[src/hdl/mem_pkg.sv]
`default_nettype none

package mem_pkg;

    // datapath geometry
    localparam int unsigned xlen       = 32;
    localparam int unsigned reg_addr_w = 5;
    localparam int unsigned strb_w     = xlen / 8;  // one strobe per byte lane

    // exception vector, one bit per cause
    localparam int unsigned exp_w    = 7;
    localparam int unsigned exp_ale  = 3;  // misaligned halfword or word
    localparam int unsigned exp_adem = 4;  // address beyond the data RAM

    // access width codes, same values as the core's decode
    localparam logic [1:0] width_byte = 2'd0;
    localparam logic [1:0] width_half = 2'd1;
    localparam logic [1:0] width_word = 2'd2;

    // data RAM geometry
    localparam int unsigned ram_words  = 256;
    localparam int unsigned ram_addr_w = $clog2(ram_words);  // word index bits
    localparam int unsigned ram_byte_w = ram_addr_w + 2;     // byte address bits, 0..1023

    // response delay, counted from the accepting edge
    localparam int unsigned        ram_lat_w   = 2;
    localparam logic [ram_lat_w-1:0] ram_latency = 2'd2;

    // returned word, read either as byte lanes or as halfword lanes
    typedef union packed {
        logic [3:0][7:0]  b;
        logic [1:0][15:0] h;
    } load_word_t;

endpackage

`default_nettype wire

[src/hdl/mem_resp_stage.sv]
`timescale 1ns/1ns
`default_nettype none

module mem_resp_stage
    import mem_pkg::*;
(
    input  wire logic                  s1_en,
    input  wire logic [reg_addr_w-1:0] s1_rd,
    input  wire logic [exp_w-1:0]      s1_exp,
    input  wire logic [xlen-1:0]       s1_addr,
    input  wire logic [1:0]            s1_width,
    input  wire logic                  s1_sign,
    input  wire logic                  data_valid,
    input  wire logic [xlen-1:0]       r_data,
    input  wire logic [exp_w-1:0]      ram_exception,
    input  wire logic [xlen-1:0]       ram_badv,
    output logic                       stall,
    output logic                       wb_en,
    output logic [reg_addr_w-1:0]      wb_rd,
    output logic [xlen-1:0]            wb_data,
    output logic [exp_w-1:0]           wb_exp,
    output logic [xlen-1:0]            wb_badv
);

    load_word_t      word;
    logic [7:0]      sel_b;
    logic [15:0]     sel_h;
    logic [xlen-1:0] ext;
    logic            ale_hit;

    assign ale_hit = s1_en & s1_exp[exp_ale];  // never sent to the RAM

    // wait for the RAM unless it answered or the access never left
    assign stall = s1_en & ~ale_hit & ~(data_valid | (|ram_exception));

    assign wb_en  = s1_en & ~stall;
    assign wb_rd  = s1_en ? s1_rd : '0;
    assign wb_exp = s1_exp | ram_exception;

    always_comb begin
        if (ale_hit)
            wb_badv = s1_addr;
        else if (ram_exception[exp_adem])
            wb_badv = ram_badv;
        else
            wb_badv = '0;
    end

    // lane pick by the low address bits
    assign word  = r_data;
    assign sel_b = word.b[s1_addr[1:0]];
    assign sel_h = word.h[s1_addr[1]];

    always_comb begin
        case (s1_width)
            width_byte: ext = {{(xlen-8){s1_sign & sel_b[7]}}, sel_b};
            width_half: ext = {{(xlen-16){s1_sign & sel_h[15]}}, sel_h};
            width_word: ext = word;
            default:    ext = '0;  // reserved width returns nothing
        endcase
    end

    assign wb_data = (s1_en && data_valid && wb_exp == '0) ? ext : '0;

endmodule

`default_nettype wire

[config.mk]
export PLATFORM = sky130hd
export DESIGN_NAME = mem_resp_stage
export DESIGN_NICKNAME = d
export VERILOG_FILES = /design/src/hdl/mem_pkg.sv /design/src/hdl/mem_resp_stage.sv
export SDC_FILE = /design/constraint.sdc
export NUM_CORES = 1
export LEC_CHECK = 0
export BUFFER_PORTS_ARGS = -buffer_cell sky130_fd_sc_hd__buf_4
export CAP_MARGIN = 20
export CORE_AREA = 2 2 76 78
export DETAILED_ROUTE_END_ITERATION = 10
export DIE_AREA = 0 0 78 80
export GPL_TIMING_DRIVEN = 0
export PLACE_DENSITY = 0.71
export SYNTH_ARGS = -nofsm -noshare
export SYNTH_HDL_FRONTEND = slang
export SYNTH_SLANG_ARGS = --single-unit
[constraint.sdc]
create_clock -name vclk -period 1.57
set_input_delay 0.157 -clock vclk [all_inputs]
set_output_delay 0.157 -clock vclk [all_outputs]
set_load 0.02 [all_outputs]
==> metrics list <==
- Starting DRT DRC Count: between 100 and 150
- In this run, placement finished with an instance count of 496.
- Simple-gate share of the synthesized area: 41.75%
- The clock network is responsible for 0% of the overall power.
* Gate power share: 100.0%
- Max-cap violations in this run came to 0.
* Power density of the placed cells: 240.0 nW/um2
- Die height: 80 um
- The final number of max-transition violations came to 0.
- Cts hold-fix bufs: 0
* WL/cell: 14.75 um
* Clkbuf count: 0
- At the pin with the least slew margin, the transition time is 628.8 ps.
- Share of final-layout standard cells stronger than drive strength 1: 64.24%
- P_int: 0.4054 mW
- Final Instance Count excl. Fillers: between 400 and 500
- The congestion estimate from routability-driven global placement came to 0.7915.
* Core area: 5405 um2
* Number of antenna violations at the first check in global routing: 0
- Die Area: 6240 um2
- The design has 0 sequential cells.
- Setup repair after global routing could not meet its margin everywhere.
* Tightest Hold Check Type: in -> out
- For this run, the post-layout net count is 547.
- The final reports fail on setup timing.
- STA classifies the critical path startpoint as an input port.
- Hold timing on the final database bottoms out at a slack of 580.1 ps.
* Placed cell area: approximately 3100 um2
- By area, the combinational part of the netlist is dominated by simple AND/OR/NAND/NOR gates.
- Total negative slack for setup checks: -7980 ps
- Final worst-path setup slack: -266.6 ps
- The first detailed-routing pass ran for 4 iterations.
- Counting every instance in the synthesized netlist gives 227.
- Period minus WS final: roughly 1800 ps
- Post-synthesis mux area share: around 7.7%
- Area occupied by registers: 0 um2
- Post-Synthesis Mean Instance Area: 5.743 um2
- Worst voltage drop across the vdd grid: approximately 0.00015 V
* Most common cell type on the critical path: sky130_fd_sc_hd__buf_6
- The worst setup path is captured at an output port.
* Initial Util: between 20% and 30%
* # diodes: 0
- The count of nets left with antenna violations once routing finished came out at 0.
* Switching Share: 50.08%
* Count of final hold-check violations: 0
- Post-Synthesis Net Count: 347
- Entering global routing, the biggest net connects 11 pins.
- Slowest CP cell: sky130_fd_sc_hd__or4_4
* Fraction of the cycle the final worst path needs: 117.0%
* Instance count along the most critical hold path: 3
- In this run the core area contains 27 standard-cell rows.
- All-Layer GR Usage: a little over a fifth
* GRT Residual Overflow: 0
- The worst pin sits at a relative slew slack of 58.08%.
- Detailed routing inserted a total of 2,445 vias.
* Compound-Gate Fraction of Synth Area: 40.98%
- Static timing analysis puts the maximum clock frequency at 0.5445 GHz.
- Share of total power in sequential cells: 0%
* Area of the mapped netlist: around 1300 um2
- Pin placement for this block handled just under 200 I/O pins.
- Count of unique library cells instantiated by Yosys: 28
- The run finished, with violations left.
- Leakage Power: 1.485 nW
- Compared with the post-synthesis result, the final layout area differs by 159.5%.
* Final instance area: 3383 um2
- Slowest stage delay, CP: a little over 500 ps
- Worst path cell trace: buf_6, or2_4, or2_0, or4_4, buf_12, a21oi_4, buf_6
- Global-route wire length before repair: around 11,000 um
* Post-Synth XOR/XNOR Area: 0%
- Yosys printed 0 warnings.
* Worst path arrival time: 1680 ps
* Count of buffers inserted at the top-level ports: 197
- Setup violations remaining at the end of the flow were counted as 32.
* Sequential cell area fraction in the yosys report: 0%
- Measured along the x axis, the die boundary spans 78 um.
- Dividing the detail-routed via count by the number of cells gives 4.920.
- After Yosys synthesis, full adders, half adders and majority gates account for 0% of the synthesized area.
- Drc violations: 0
- Switching component of the power: 0.4067 mW
- The final layout contains routed wiring with a total length of 7330 um.
* Detail Placement HPWL: 6233 um
* Setup Crit Path Kind: in -> out
- Via count of the first global-routing pass: 2,373
* Maximum fanout along the worst path: 10
* Worst EP required: roughly 1400 ps
==> timing repair <==
action                                  4_1_cts  5_1_grt
setup buffers                                 4        0
endpoints found under the hold margin         0        0
pin swaps                                     3        1
endpoints found under the setup margin       60       64
resized for setup                            59        6
==> layer usage <==
| layer | GRT usage (%) | up-vias | share of wire [%] |
|---|---|---|---|
| li1 | - | 1192 | - |
| met1 | 21.61 | 1084 | 34 |
| met2 | 45.17 | 159 | 54 |
| met3 | 5.317 | 10 | 10 |
| met4 | 2.807 | 0 | 1.5 |
| met5 | 0 | - | 0 |
==> cell type report <==
cell class                      instances  area (um2)
Tap cell                               72       90.09
Buffer                                 19       145.1
Multi-Input combinational cell        205        1500
Fill cell                             498        2022
Timing Repair Buffer                  201        1648
==> Yosys cell counts (all sizes together) <==
library cell	number	area, um2
clkbuf	14	52.55
mux2	8	90.09
nor2	8	30.03
nand2	82	307.8
and2	6	37.54
or2	10	62.56
o21bai	1	7.510
nor2b	6	37.54
a221oi	1	8.760
a21oi	24	202.7
a222oi	7	70.07
buf	8	72.56
nor3	1	5.000
a31oi	2	25.02
or4	1	11.26
nor3b	3	27.52
mux2i	1	10.01
o21ai	32	160.2
a22oi	8	60.06
nand4	1	6.260
nor4	3	18.77
==> final timing paths <==
path        startpoint           to  slack [ps]
max   ram_exception[0]  wb_data[17]        -270
min   ram_exception[1]        stall         580
==> worst max-delay path, delay by kind of cell <==
kind / cells / cell delay, ps
and+or+nand+nor: 3 / 970
buffers and inverters: 3 / 420
AOI/OAI and AO/OA: 1 / 120
==> layout by cell type (no fill, tap or decap), types with 4 or more instances in the layout <==
| master | n |
|---|---|
| sky130_fd_sc_hd__nand2_1 | 82 |
| sky130_fd_sc_hd__and2_1 | 6 |
| sky130_fd_sc_hd__a21oi_4 | 23 |
| sky130_fd_sc_hd__clkbuf_2 | 8 |
| sky130_fd_sc_hd__mux2_2 | 8 |
| sky130_fd_sc_hd__nor2_4 | 8 |
| sky130_fd_sc_hd__a22oi_1 | 8 |
| sky130_fd_sc_hd__buf_6 | 38 |
| sky130_fd_sc_hd__a222oi_1 | 7 |
| sky130_fd_sc_hd__o21ai_0 | 32 |
| sky130_fd_sc_hd__buf_4 | 166 |
| sky130_fd_sc_hd__clkbuf_1 | 4 |
==> metrics by stage <==
step	setup WS, ps	util, %	power (mW)
6_report	-266.6	62.59	0.8120
5_1_grt	-325.9	62.59	0.8673
4_1_cts	-270.6	62.41	0.8146
3_5_place_dp	-417.1	58.06	0.7893
3_3_place_gp	-393.1	58.06	0.7811
2_1_floorplan	-129.1	-	0.3639
==> kinds of logic (layout without fill, tap and decap cells) <==
group           after synthesis  count (layout)
simple gates                121             121
compound gates               75              75
buf+inv                      22             220
mux                           9               9
==> power by group through the flow <==
stage	combinational, mW	sequential (mW)	clock, mW
5_1_grt	0.867	0	0
3_3_place_gp	0.781	0	0
2_1_floorplan	0.364	0	0
3_5_place_dp	0.789	0	0
4_1_cts	0.815	0	0
6_report	0.812	0	0
No activity file was read; power rests on OpenSTA's default activity.
