--- src/hdl/mem_pkg.sv ---
`default_nettype none

package mem_pkg;

    // datapath geometry
    localparam int unsigned xlen       = 32;
    localparam int unsigned reg_addr_w = 5;
    localparam int unsigned strb_w     = xlen / 8;  // one strobe per byte lane

    // exception vector, one bit per cause
    localparam int unsigned exp_w    = 7;
    localparam int unsigned exp_ale  = 3;  // misaligned halfword or word
    localparam int unsigned exp_adem = 4;  // address beyond the data RAM

    // access width codes, same values as the core's decode
    localparam logic [1:0] width_byte = 2'd0;
    localparam logic [1:0] width_half = 2'd1;
    localparam logic [1:0] width_word = 2'd2;

    // data RAM geometry
    localparam int unsigned ram_words  = 256;
    localparam int unsigned ram_addr_w = $clog2(ram_words);  // word index bits
    localparam int unsigned ram_byte_w = ram_addr_w + 2;     // byte address bits, 0..1023

    // response delay, counted from the accepting edge
    localparam int unsigned        ram_lat_w   = 2;
    localparam logic [ram_lat_w-1:0] ram_latency = 2'd2;

    // returned word, read either as byte lanes or as halfword lanes
    typedef union packed {
        logic [3:0][7:0]  b;
        logic [1:0][15:0] h;
    } load_word_t;

endpackage

`default_nettype wire

--- src/hdl/mem_pipe_reg.sv ---
`timescale 1ns/1ns
`default_nettype none

module mem_pipe_reg
    import mem_pkg::*;
(
    input  wire logic                  clk,
    input  wire logic                  rst_n,
    input  wire logic                  stall,
    input  wire logic                  s0_en,
    input  wire logic [reg_addr_w-1:0] s0_rd,
    input  wire logic [exp_w-1:0]      s0_exp,
    input  wire logic [xlen-1:0]       s0_addr,
    input  wire logic [1:0]            s0_width,
    input  wire logic                  s0_sign,
    output logic                       s1_en,
    output logic [reg_addr_w-1:0]      s1_rd,
    output logic [exp_w-1:0]           s1_exp,
    output logic [xlen-1:0]            s1_addr,
    output logic [1:0]                 s1_width,
    output logic                       s1_sign
);

    // entry control, empty after reset
    always_ff @(posedge clk or negedge rst_n) begin
        if (!rst_n) begin
            s1_en  <= 1'b0;
            s1_rd  <= '0;
            s1_exp <= '0;
        end else if (!stall) begin
            s1_en  <= s0_en;
            s1_rd  <= s0_rd;
            s1_exp <= s0_exp;
        end
    end

    // access payload
    always_ff @(posedge clk) begin
        if (!stall) begin
            s1_addr  <= s0_addr;
            s1_width <= s0_width;
            s1_sign  <= s0_sign;
        end
    end

    // response stage still needs the same access while it waits
    a_hold_on_stall: assert property (
        @(posedge clk) disable iff (!rst_n)
        stall |=> $stable({s1_en, s1_rd, s1_exp, s1_addr, s1_width, s1_sign})
    ) else $error("stage 1 entry changed during stall");

endmodule

`default_nettype wire

--- config.mk ---
export PLATFORM = sky130hd
export DESIGN_NAME = mem_pipe_reg
export DESIGN_NICKNAME = d
export VERILOG_FILES = /design/src/hdl/mem_pkg.sv /design/src/hdl/mem_pipe_reg.sv
export SDC_FILE = /design/constraint.sdc
export NUM_CORES = 1
export LEC_CHECK = 0
export BUFFER_PORTS_ARGS = -buffer_cell sky130_fd_sc_hd__buf_2
export CAP_MARGIN = 20
export CORE_MARGIN = 5
export CORE_UTILIZATION = 46
export CTS_BUF_LIST = sky130_fd_sc_hd__clkbuf_4 sky130_fd_sc_hd__clkbuf_8
export DETAILED_ROUTE_END_ITERATION = 16
export PLACE_DENSITY = 0.94
export SLEW_MARGIN = 20
export SYNTH_ARGS = -nofsm -noshare
export SYNTH_HDL_FRONTEND = slang
export SYNTH_SLANG_ARGS = --single-unit
export TNS_END_PERCENT = 20
--- constraint.sdc ---
create_clock -name clk -period 1.8 [get_ports clk]
set_clock_uncertainty 0.05 [all_clocks]
set_input_delay 0.18 -clock clk [delete_from_list [all_inputs] [get_ports clk]]
set_output_delay 0.18 -clock clk [all_outputs]
set_load 0.005 [all_outputs]
==> flow_results.org <==
** Final layout
- From synthesis to final layout, the design area changed by 71.8%.
- Summing all flip-flop and latch instances after layout gives ~1400 µm².
- The multi-input combinational cells in the finished layout cover a total of 146 µm².
- Net count, final :: between 200 and 300
- The repair_antennas step left the layout with diodes totalling 0.
- Fraction of layout cells with a size suffix above 1 :: approximately 55%
- Fill cells in the final layout number about 180.

** Synthesis
- Number of synthesized flops with an enable pin :: 35
- Sequential cells were found to cover approximately nine tenths of the synthesized design area.
- Synth Warn # :: 0
- Most common library cells after synthesis :: sky130_fd_sc_hd__edfxtp_1, sky130_fd_sc_hd__dfrtp_1, sky130_fd_sc_hd__mux2_2
- After synthesis the cells add up to approximately 1500 µm².
- Yosys reg bits :: 48
- Of the post-synthesis cell area, the dominant cell type holds 68.3%.
- Sorting the synthesized cells by area gives the leading types as sky130_fd_sc_hd__edfxtp_1, sky130_fd_sc_hd__dfrtp_1, sky130_fd_sc_hd__mux2_2.
- Syn Nets :: 114
- Cell with the most instances after synthesis :: sky130_fd_sc_hd__edfxtp_1
- Main combinational cell family by area after synthesis :: multiplexers
- Of the total synthesized cell area, the portion taken by AND, OR, NAND and NOR gates is 0%.
- The synthesized netlist devotes 0% of its cell area to adder and majority cells.
- In the synthesized netlist the dominant register cell turns out to be sky130_fd_sc_hd__edfxtp_1.
- The synthesized netlist devotes 0% of its cell area to compound gates.
- Number of standard cells after synthesis :: 63
- Top cell type by total area after synthesis :: sky130_fd_sc_hd__edfxtp_1
- In this run the mean area of a mapped cell was about 24 µm².
- Synth async-reset ratio :: a little over a quarter
- Multiplexer cells account for about a tenth of the synthesized area.
- Count of distinct cell types in the synthesized netlist :: 5
- After Yosys synthesis, XOR and XNOR cells account for 0% of the synthesized area.

** Routing
- Post-route DRC violation count :: 0
- After the first detailed-routing iteration, the DRC count stood at 86.
- Detailed routing inserted a total of around 1300 vias.
- The routed design has 5380 µm of wire.
- DR pass1 iterations :: 4
- Dividing the detail-routed via count by the number of cells gives about 4.8.
- The count of nets left with antenna violations once routing finished came out at 0.
- In the final routed layout, each cell accounts on average for ~20 µm.

** Placed design
- Routability-driven placement finished with a final weighted congestion of 0.622.
- In this run the tool buffered the top-level ports with approximately 100 buffer cells.
- Summed over all nets, the half-perimeter wirelength after detailed placement is ~2800 µm.

** STA
- Achievable frequency :: around 830 MHz
- Fin. Hold Viols :: 0
- Headroom to the max-slew limit came out at a little under three quarters.
- Unrepaired setup endpoints after global routing :: false
- Hold WS :: approximately 0.016 ns
- In the finished design, the share of the clock period the worst path needs comes to about two thirds.
- The total count of max-transition violations in the final report is 0.
- Setup tns final :: 0 ns
- Final number of setup-violating endpoints :: 0
- Counting I/O delays and the setup requirement, the final critical path takes 1.21 ns.
- Slew at the pin closest to its max-slew limit :: 0.432 ns

** Outcome
- Outcome :: finished, final reports clean

** Floorplanning
- The initial utilization of the core area, before any placement, comes to a little under half.
- Core ar. :: between 3000 and 4000 µm²
- Die Span Y :: between 60 and 70 µm
- The floorplan has 21 rows.
- Die boundary width :: slightly below 70 µm
- Total die area :: between 4000 and 5000 µm²
- Boundary Pins :: 99

** Global routing
- The first global-routing pass estimated about 7100 µm of wire.
- Largest net degree at the start of global routing :: 36
- Global routing finished with a remaining overflow of 0.
- The via count of the first global-routing pass is between 1000 and 1500.
- For this run, the total global-route usage over all layers was measured as 23.3%.
- Initial antenna violation count :: 0

** Clocking
- Buffers from clock root to sink, at most :: 2
- Clk root buf :: sky130_fd_sc_hd__clkbuf_4
- Worst-Skew Late Latency :: 0.34 ns
- The H-tree was split into 2 levels.
- The number of clock buffers added by TritonCTS is 5.
- Resized Gates After CTS :: 0
- TritonCTS built the clock tree.
- The tree built by TritonCTS fans out to between 40 and 50 sinks.
- After clock tree synthesis, the clock-pin slew on the worst setup and hold paths is about 0.14 ns.

** Hold path
- The worst hold path belongs to the class in2reg.

** Critical path
- STA puts the critical path data arrival time at about 0.98 ns.
- By startpoint and endpoint, the worst setup path is classified as reg2out.
- Highest cell delay on the worst timing path :: 0.45 ns
- Critical-path top delay cell :: sky130_fd_sc_hd__edfxtp_1
- CP startpoint kind :: flip-flop
- STA puts the critical path data required time at between 1.5 and 2 ns.
- Walking the worst path, the cells encountered are buf_2.
- Buffering stage count on the worst path with inverters included :: 1
- Gate family responsible for the most delay along the worst path :: flip-flops
- Maximum fanout count along the critical path :: 1
- Critical path capture point type :: output pin

** Job
- Max-cap violations in this run came to 0.

** Power and ir drop
- Leakage dissipation :: approximately 1.2 nW
- Largest voltage drop on the vdd net :: roughly 550 µV
- Power per cell area :: approximately 860 nW/µm²
-- final cells by class --
class | count | share of cell area [%]
Timing Repair Buffer | 147 | 37.0
Clock buffer | 5 | 1.42
Tap cell | 46 | 2.18
Sequential cell | 48 | 52.1
Multi-Input combinational cell | 13 | 5.54
Clock inverter | 3 | 1.61
Inverter | 1 | 0.142
-- kinds of logic (layout without fill, tap and decap cells) --
group / Yosys count / after routing
buffers and inverters: 2 / 156
flip-flops: 48 / 48
multiplexers: 13 / 13
-- stage by stage --
stage | power [mW] | setup WS [ns] | utilization (%) | instance area (µm²) | std cells
global route | 2.38 | 0.542 | 80.5 | 2640 | 263
detailed placement | 1.57 | 0.553 | 63.4 | 2080 | 207
CTS | 2.24 | 0.659 | 78.9 | 2590 | 258
global placement | 1.55 | 0.578 | 63.4 | 2080 | 207
floorplan | 1.40 | 0.361 | - | 1540 | 63
finish | 2.28 | 0.595 | 80.5 | 2640 | 263
-- cells in the final DEF (no fill, tap or decap), drive strengths merged --
cell | synthesis | routed
buf | 1 | 99
bufinv | 0 | 1
clkbuf | 0 | 5
clkinv | 0 | 2
dfrtp | 13 | 13
dlygate4sd3 | 0 | 48
edfxtp | 35 | 35
inv | 1 | 1
mux2 | 13 | 13
-- power breakdown --
group / switching [mW] / total (mW) / internal, mW
Clock: 0.341 / 0.631 / 0.291
Sequential: 0.0388 / 1.33 / 1.29
Combinational: 0.128 / 0.319 / 0.191
-- final timing paths --
check,slack (ns),to,cells after the start,start
max in group asynchronous,1.29,s1_exp[6],2,rst_n
worst max register to register,0.95,s1_exp[4],1,s1_exp[4]
worst min-delay path,0.02,s1_exp[1],2,s0_exp[1]
worst max-delay path,0.59,s1_addr[15],1,s1_addr[15]
worst min register to register,0.47,s1_rd[3],1,s1_rd[3]
min in group asynchronous,0.18,s1_exp[4],2,rst_n
-- registers in the layout, summed over array words and instances, names as in the netlist --
name / count
s1_addr: 32
s1_width: 2
s1_sign: 1
s1_exp: 7
s1_en: 1
s1_rd: 5
-- metal layers --
metal	share of wire, %	wire [µm]	global-route usage [%]	up-vias
met4	1.7	92	10.4	0
met1	38	2030	26.5	602
met2	51	2720	38.8	91
li1	-	-	-	545
met5	0	0	3.75	-
met3	10	536	8.87	12
-- timing repair --
item / CTS / global route
hold buffers: 43 / 5
buffers inserted: 0 / 0
hold endpoints to repair: 55 / 5
setup endpoints to repair: 0 / 0
Power figures use the tool's default switching activity.
