**config.mk**
```make
export PLATFORM = sky130hd
export DESIGN_NAME = mem_req_stage
export DESIGN_NICKNAME = d
export VERILOG_FILES = /design/src/hdl/mem_pkg.sv /design/src/hdl/mem_req_stage.sv
export SDC_FILE = /design/constraint.sdc
export NUM_CORES = 1
export LEC_CHECK = 0
export BUFFER_PORTS_ARGS = -buffer_cell sky130_fd_sc_hd__buf_2
export CORE_MARGIN = 2
export CORE_UTILIZATION = 36
export DETAILED_ROUTE_END_ITERATION = 10
export GPL_TIMING_DRIVEN = 0
export PLACE_DENSITY = 0.89
export SLEW_MARGIN = 40
export SYNTH_ARGS = -nofsm -noshare
export SYNTH_HDL_FRONTEND = slang
export SYNTH_SLANG_ARGS = --single-unit
export TNS_END_PERCENT = 30
```
**constraint.sdc**
```tcl
create_clock -name vclk -period 2.3
set_clock_uncertainty 0.1 [all_clocks]
set_input_delay 0.23 -clock vclk [all_inputs]
set_output_delay 0.23 -clock vclk [all_outputs]
set_load 0.01 [all_outputs]
```
**src/hdl/mem_pkg.sv**
```systemverilog
`default_nettype none

package mem_pkg;

    // datapath geometry
    localparam int unsigned xlen       = 32;
    localparam int unsigned reg_addr_w = 5;
    localparam int unsigned strb_w     = xlen / 8;  // one strobe per byte lane

    // exception vector, one bit per cause
    localparam int unsigned exp_w    = 7;
    localparam int unsigned exp_ale  = 3;  // misaligned halfword or word
    localparam int unsigned exp_adem = 4;  // address beyond the data RAM

    // access width codes, same values as the core's decode
    localparam logic [1:0] width_byte = 2'd0;
    localparam logic [1:0] width_half = 2'd1;
    localparam logic [1:0] width_word = 2'd2;

    // data RAM geometry
    localparam int unsigned ram_words  = 256;
    localparam int unsigned ram_addr_w = $clog2(ram_words);  // word index bits
    localparam int unsigned ram_byte_w = ram_addr_w + 2;     // byte address bits, 0..1023

    // response delay, counted from the accepting edge
    localparam int unsigned        ram_lat_w   = 2;
    localparam logic [ram_lat_w-1:0] ram_latency = 2'd2;

    // returned word, read either as byte lanes or as halfword lanes
    typedef union packed {
        logic [3:0][7:0]  b;
        logic [1:0][15:0] h;
    } load_word_t;

endpackage

`default_nettype wire

```
**src/hdl/mem_req_stage.sv**
```systemverilog
`timescale 1ns/1ns
`default_nettype none

module mem_req_stage
    import mem_pkg::*;
(
    input  wire logic                  in_en,
    input  wire logic [reg_addr_w-1:0] in_rd,
    input  wire logic [xlen-1:0]       in_base,
    input  wire logic [xlen-1:0]       in_imm,
    input  wire logic [xlen-1:0]       in_store_data,
    input  wire logic                  in_write,
    input  wire logic [1:0]            in_width,
    input  wire logic                  in_sign,
    input  wire logic [exp_w-1:0]      in_exp,
    input  wire logic                  stall,
    output logic                       req_valid,
    output logic                       req_op,    // 1 write, 0 read
    output logic [xlen-1:0]            req_addr,
    output logic [strb_w-1:0]          req_strb,
    output logic [xlen-1:0]            req_wdata,
    output logic                       s0_en,
    output logic [reg_addr_w-1:0]      s0_rd,
    output logic [exp_w-1:0]           s0_exp,
    output logic [xlen-1:0]            s0_addr,
    output logic [1:0]                 s0_width,
    output logic                       s0_sign
);

    logic [xlen-1:0]   addr;
    logic [strb_w-1:0] mask;
    logic              misalign;

    assign addr = in_base + in_imm;

    // lane mask, alignment rule and store lane replication per width
    always_comb begin
        case (in_width)
            width_byte: begin
                mask      = 4'b0001;
                misalign  = 1'b0;
                req_wdata = {4{in_store_data[7:0]}};
            end
            width_half: begin
                mask      = 4'b0011;
                misalign  = addr[0];
                req_wdata = {2{in_store_data[15:0]}};
            end
            default: begin  // reserved code falls back to word
                mask      = 4'b1111;
                misalign  = |addr[1:0];
                req_wdata = in_store_data;
            end
        endcase
        // an access that passes the alignment rule keeps all its lanes in the word
        assert (!in_en || misalign ||
                (({{strb_w{1'b0}}, mask} << addr[1:0]) >> strb_w) == '0)
            else $error("aligned access shifted a byte lane off the top of the strobe");
    end

    assign req_strb  = mask << addr[1:0];
    assign req_addr  = addr;
    assign req_op    = in_write;
    assign req_valid = in_en & ~misalign & ~stall;  // only while the pipe register moves

    always_comb begin
        s0_exp = in_exp;
        if (in_en && misalign)
            s0_exp[exp_ale] = 1'b1;
    end

    assign s0_en    = in_en;
    assign s0_rd    = in_en ? in_rd : '0;
    assign s0_addr  = addr;
    assign s0_width = in_width;
    assign s0_sign  = in_sign;

endmodule

`default_nettype wire

```
==> out/qor.csv, run 1 <==
stage,metric,value,unit
outcome,status,"finished, violations left",
outcome,violated checks,setup timing,
clock_tree,# hold bufs at CTS,0,
timing,crit path time final,2.80,ns
power,pwr/cell area,387,nW/µm²
logic_synthesis,synthesized area per cell,7.32,µm²
power,leakage,2.31,nW
final_layout,fraction of layout instances using a drive strength above 1,64.7,%
timing,fin. max-slew vios,0,
final_layout,Nets,748,
timing,worst setup margin,-0.499,ns
timing,final hold violation count,0,
setup_path,crit path capture type,output port,
placement,I/O Buffers,224,
floorplanning,Die Y,89.7,µm
logic_synthesis,XOR/XNOR share of the synthesized area,9.61,%
detailed_routing,DRC Markers,0,
floorplanning,die width,89.7,µm
logic_synthesis,syn_nets,507,
final_layout,Area Overhead vs Synth,70.6,%
timing,Slew HR,47.6,%
floorplanning,Core Region,7180,µm²
logic_synthesis,mux cell area share after synthesis,10.2,%
global_routing,GRT Util Overall,24.2,%
logic_synthesis,largest family of logic cells by synthesized area,compound AO/OA/AOI/OAI gates,
detailed_routing,vias post-DR,3659,
setup_path,"Data required, critical path",1.97,ns
final_layout,CLK BUF,0,
floorplanning,initial core utilization,36.8,%
timing,maximum clock rate,357,MHz
global_routing,initial antenna violation count,1,
global_routing,vias in the first global route,3257,
detailed_routing,initial detailed-routing violation count,122,
detailed_routing,routed len/inst,16.9,µm
global_routing,gr ovfl total,0,
power,Sw Ratio,49.7,%
flow_run,max cap viols,0,
logic_synthesis,top post-synthesis cells by area,"buf_4, ha_1, xnor2_1",
min_path,hold depth,2,
setup_path,Setup CP Type,in -> out,
logic_synthesis,yosys warns,0,
logic_synthesis,Cells after Synth,361,
placement,GPL Wtd Cong,0.918,
setup_path,critical path launch point type,input pin,
timing,hold_ws,0.543,ns
logic_synthesis,Adder-Cell Fraction of Synth Area,15.4,%
floorplanning,row cnt,31,
logic_synthesis,"count leader, synth",buf_4,
logic_synthesis,mapped cell area,2640,µm²
power,Clk network pwr share,0,%
power,maximum vdd drop,137,µV
floorplanning,die area,8040,µm²
power,combinational share of power,100.0,%
final_layout,FF+latch area,0,µm²
setup_path,CP startpoint,in_base[18],
global_routing,first-pass GRT wire length,15.3,mm
logic_synthesis,count of cell types in the netlist,59,
global_routing,pin count of the biggest net entering global routing,11,
min_path,Hold Crit Class,in -> out,
logic_synthesis,area share of the largest cell type after synthesis,15.1,%
timing,Slew @ Worst Pin,0.783,ns
logic_synthesis,cell accounting for the most synthesized area,buf_4,
power,Pint,0.000877,W
placement,pre-CTS WS,-0.505,ns
setup_path,CP Capture Point,s0_addr[26],
final_layout,ANT cells,0,
power,Reg power frac,0,%
detailed_routing,First-pass DRT Iterations,5,
setup_path,crit path max fanout,8,
logic_synthesis,post-synthesis compound-gate area fraction,27.6,%
timing,TNS Setup,-9.23,ns
detailed_routing,WL final,11.8,mm
setup_path,critical path arrival,2.47,ns
placement,post-DP HPWL,9.29,mm
power,Pwr Total,0.00174,W
timing,final period utilization,122,%
floorplanning,I/O Pins,232,
timing,RSZ-0062 raised after global routing,true,
logic_synthesis,Synth top cells by count,"buf_4, a21oi_1, ha_1",
detailed_routing,"antenna viol nets, final",0,
logic_synthesis,Synth Area in Simple Gates,18.4,%
logic_synthesis,sequential area share after synthesis,0,%
final_layout,flip-flop and latch count,0,
detailed_routing,number of vias per cell,5.23,
final_layout,Final Core Density,62.8,%
timing,"Setup violations, final",40,
power,NetSw,0.000867,W
-- how the worst min path moves through the flow --
stage	start	slack (ns)	to
finish	in_exp[6]	0.54	s0_exp[6]
global route	in_write	0.56	req_op
CTS	in_exp[6]	0.54	s0_exp[6]
detailed placement	in_exp[6]	0.54	s0_exp[6]
global placement	in_exp[1]	0.54	s0_exp[1]
floorplan	stall	0.41	req_valid
-- power groups by stage --
stage                     registers [W]  clock network, W  logic, W
after global placement                0                 0   0.00145
after CTS                             0                 0   0.00158
after detailed placement              0                 0   0.00148
after floorplan                       0                 0  0.000938
final                                 0                 0   0.00174
after global routing                  0                 0   0.00188
-- final cells by class --
type / count / area [µm²]
multi-input cells: 285 / 2540
inverters: 8 / 30.0
fillers: 632 / 2670
repair buffers: 239 / 1290
plain buffers: 68 / 523
well taps: 99 / 124
-- worst max-delay path, stage by stage --
cell and delay [ns]:
buf_2 0.10, ha_1 0.30, buf_6 0.15, o21ai_0 0.18
nand2b_1 0.13, a311oi_2 0.38, nor2_1 0.13, a21oi_2 0.19
buf_4 0.16, o21ai_2 0.05, xor2_1 0.22, buf_4 0.16
buf_6 0.09
-- stage by stage --
step	cell area [µm²]	instances
after CTS	4210	688
after global routing	4510	699
after floorplan	2680	361
final	4510	699
after detailed placement	3930	684
after global placement	3930	684
-- logic make-up after synthesis --
kind of cell | after synthesis
adders and majority gates | 32
AOI/OAI and AO/OA | 108
xor gates and xnor gates | 29
and+or+nand+nor | 91
muxes | 25
buffers and inverters | 76
-- what timing repair did --
action                                  4_1_cts  5_1_grt
endpoints found under the setup margin       41       45
pin swaps                                    16       19
setup buffers                                 4       11
gates resized for setup                      49       42
-- cells in the final DEF (no fill, tap or decap), types with 3 or more instances in the layout --
cell,count
buf_2,216
buf_4,66
nand2_1,23
a21oi_1,23
ha_1,19
buf_6,18
mux2_2,16
nor2_1,16
o21ai_0,15
xnor2_1,14
a21oi_2,13
a21o_1,11
mux2i_1,9
ha_4,9
and2_1,8
inv_1,7
xor2_1,7
xnor2_2,7
nand4_1,6
clkbuf_1,5
nand2_2,5
o21ai_1,5
nor3_1,5
o21bai_1,5
nand3_1,4
nor2b_1,4
o211ai_1,4
a31oi_1,3
nand2b_1,3
o21a_1,3
a211oi_2,3
ha_2,3
-- per-layer routing --
layer  track usage (%)  vias up  part of all wire (%)
met1              24.8     1665                    32
met5                 0        -                     0
li1                  -     1737                     -
met2              48.8      225                    54
met4              6.24        0                   4.4
met3              4.94       32                   9.5
No activity file was read; power rests on OpenSTA's default activity.
==> run 2: changes to the inputs <==
--- a/config.mk
+++ b/config.mk
@@ -6,7 +6,8 @@
 export NUM_CORES = 1
 export LEC_CHECK = 0
 export BUFFER_PORTS_ARGS = -buffer_cell sky130_fd_sc_hd__buf_2
-export CORE_MARGIN = 2
+export CORE_ASPECT_RATIO = 1.4
+export CORE_MARGIN = 10
 export CORE_UTILIZATION = 36
 export DETAILED_ROUTE_END_ITERATION = 10
 export GPL_TIMING_DRIVEN = 0
@@ -15,4 +16,4 @@
 export SYNTH_ARGS = -nofsm -noshare
 export SYNTH_HDL_FRONTEND = slang
 export SYNTH_SLANG_ARGS = --single-unit
-export TNS_END_PERCENT = 30
+export TNS_END_PERCENT = 1
==> run 2 against run 1 <==
Effect of this change: the flow still finishes with violations (setup timing); maximum frequency grew 4.5%; largest cell class unchanged; largest power group unchanged; global-route usage decreased by 3.1 points; setup slack improved by 0.12 ns; cell count decreased by 1.4%; cell area down 2.6%.
==> out/qor.csv, run 2 (synthesis results as in run 1) <==
stage,metric,value,unit,change
outcome,status,"finished, violations left",,
outcome,violated checks,setup timing,,
floorplanning,I/O Pins,232,,unchanged
placement,I/O Buffers,224,,unchanged
final_layout,fraction of layout instances using a drive strength above 1,63.1,%,-1.5 points
global_routing,gr ovfl total,0,,unchanged
timing,RSZ-0062 raised after global routing,true,,
timing,crit path time final,2.68,ns,-0.121 ns
final_layout,FILL cells,617,,-2.4%
floorplanning,initial core utilization,37.4,%,+0.54 points
timing,worst setup margin,-0.378,ns,+0.121 ns
placement,placed cell areas,3900,µm²,-0.70%
setup_path,crit-path leading delay family,compound AO/OA/AOI/OAI gates,,
detailed_routing,vias post-DR,3551,,-3.0%
global_routing,pin count of the biggest net entering global routing,11,,unchanged
setup_path,worst path cell trace,"buf_6, ha_4, a21oi_4, nand4b_1, a21oi_4, o21ai_2, and2_4, o41a_1, xnor2_2, buf_4, buf_6",,
setup_path,number of buffer and inverter stages on the critical path,3,,-2
floorplanning,Core Region,7070,µm²,-1.4%
floorplanning,Die Y,121,µm,+35%
power,Pwr Total,0.00169,W,-3.4%
timing,fin. max-slew vios,0,,unchanged
timing,"Setup violations, final",40,,unchanged
detailed_routing,First-pass DRT Iterations,5,,unchanged
timing,final hold violation count,0,,unchanged
placement,GPL Wtd Cong,0.901,,-1.8%
final_layout,flip-flop and latch count,0,,unchanged
global_routing,GRT Util Overall,21.0,%,-3.1 points
timing,final period utilization,116,%,-5.2 points
final_layout,CLK BUF,0,,unchanged
detailed_routing,"antenna viol nets, final",0,,unchanged
setup_path,critical path arrival,2.35,ns,-0.12 ns
power,leakage,2.23,nW,-3.3%
global_routing,first-pass GRT wire length,19.4,mm,+27%
detailed_routing,met3 wire length,1.32,mm,+18%
global_routing,vias in the first global route,3787,,+16%
power,pwr/cell area,383,nW/µm²,-0.87%
power,maximum vdd drop,177,µV,+29%
detailed_routing,WL final,13.3,mm,+12%
timing,maximum clock rate,373,MHz,+4.5%
final_layout,FF+latch area,0,µm²,unchanged
detailed_routing,wl on met1,4.26,mm,+13%
floorplanning,die area,11200,µm²,+39%
final_layout,"most common cell after layout, fill and taps aside",buf_2,,
detailed_routing,met2 routed WL,7.46,mm,+17%
detailed_routing,initial detailed-routing violation count,98,,-20%
setup_path,Setup CP Type,in -> out,,
placement,post-DP HPWL,11.4,mm,+23%
final_layout,Area Overhead vs Synth,66.3,%,
floorplanning,die width,92.4,µm,+3.0%
setup_path,crit path max fanout,3,,-5
clock_tree,# hold bufs at CTS,0,,unchanged
setup_path,"Data required, critical path",1.97,ns,about the same
min_path,Hold Crit Class,in -> out,,
global_routing,initial antenna violation count,0,,-1
final_layout,"commonest non-fill, non-tap cells in the layout","buf_2, buf_4, nand2_1",,
final_layout,ANT cells,0,,unchanged
setup_path,crit path capture type,output port,,
floorplanning,row cnt,36,,+16%
detailed_routing,DRC Markers,0,,unchanged
setup_path,Slowest cell on crit path,o41a_1,,
setup_path,max incr delay on CP,0.41,ns,+0.03 ns
timing,hold_ws,0.546,ns,+0.00346 ns
final_layout,Nets,742,,-0.80%
final_layout,final instance area,4390,µm²,-2.6%
detailed_routing,top sig layer,met4,,
detailed_routing,routed len/inst,19.3,µm,+14%
timing,Slew HR,51.7,%,+4.1 points
timing,Slew @ Worst Pin,0.722,ns,-0.0610 ns
detailed_routing,number of vias per cell,5.15,,-1.5%
flow_run,max cap viols,0,,unchanged
setup_path,critical path launch point type,input pin,,
## run 2: cell count changes in the layout (fill, tap and decap cells not counted), moves of 2 or more
cell,previous run,this run
a21oi_2,13,9
a21oi_4,1,6
buf_2,216,218
buf_4,66,64
buf_6,18,10
nand2_1,23,26
nand2_2,5,1
xnor2_1,14,18
xnor2_2,7,4
## run 2: worst paths after layout
kind | from | endpoint | slack [ns] | cells after the start
worst max-delay path | in_imm[1] | s0_addr[21] | -0.38 | 11
worst min-delay path | in_exp[6] | s0_exp[6] | 0.55 | 2
## run 2: per-stage QoR
stage          utilization (%)  instances  setup slack, ns  TNS (ns)
2_1_floorplan                -        361           -0.140     -1.02
3_3_place_gp              55.1        680           -0.523    -10.53
6_report                  62.1        689           -0.378     -8.73
3_5_place_dp              55.1        680           -0.534    -11.77
5_1_grt                   62.1        689           -0.440    -12.46
4_1_cts                   57.6        683           -0.403     -9.05
## run 2: layout make-up
| cell class | instances | area (µm²) | area share, % |
|---|---|---|---|
| plain buffers | 68 | 500 | 11.4 |
| well taps | 95 | 119 | 2.71 |
| inverters | 8 | 30.0 | 0.683 |
| multi-input cells | 285 | 2500 | 56.9 |
| repair buffers | 233 | 1240 | 28.3 |
## run 2: repair_timing
item                       in CTS  in global routing
setup endpoints to repair      44                 48
pin swaps                      14                 28
setup buffers                   3                  6
resized for setup              26                 66
## run 2: where the power goes
part	internal, W	switching, W
Combinational	0.000822	0.000864
Sequential	0	0
Clock	0	0
Total	0.000822	0.000864
## run 2: layer usage
layer,vias up,track usage (%)
met5,-,0
met4,0,3.29
met3,14,7.43
met2,175,43.9
met1,1641,18.6
li1,1721,-
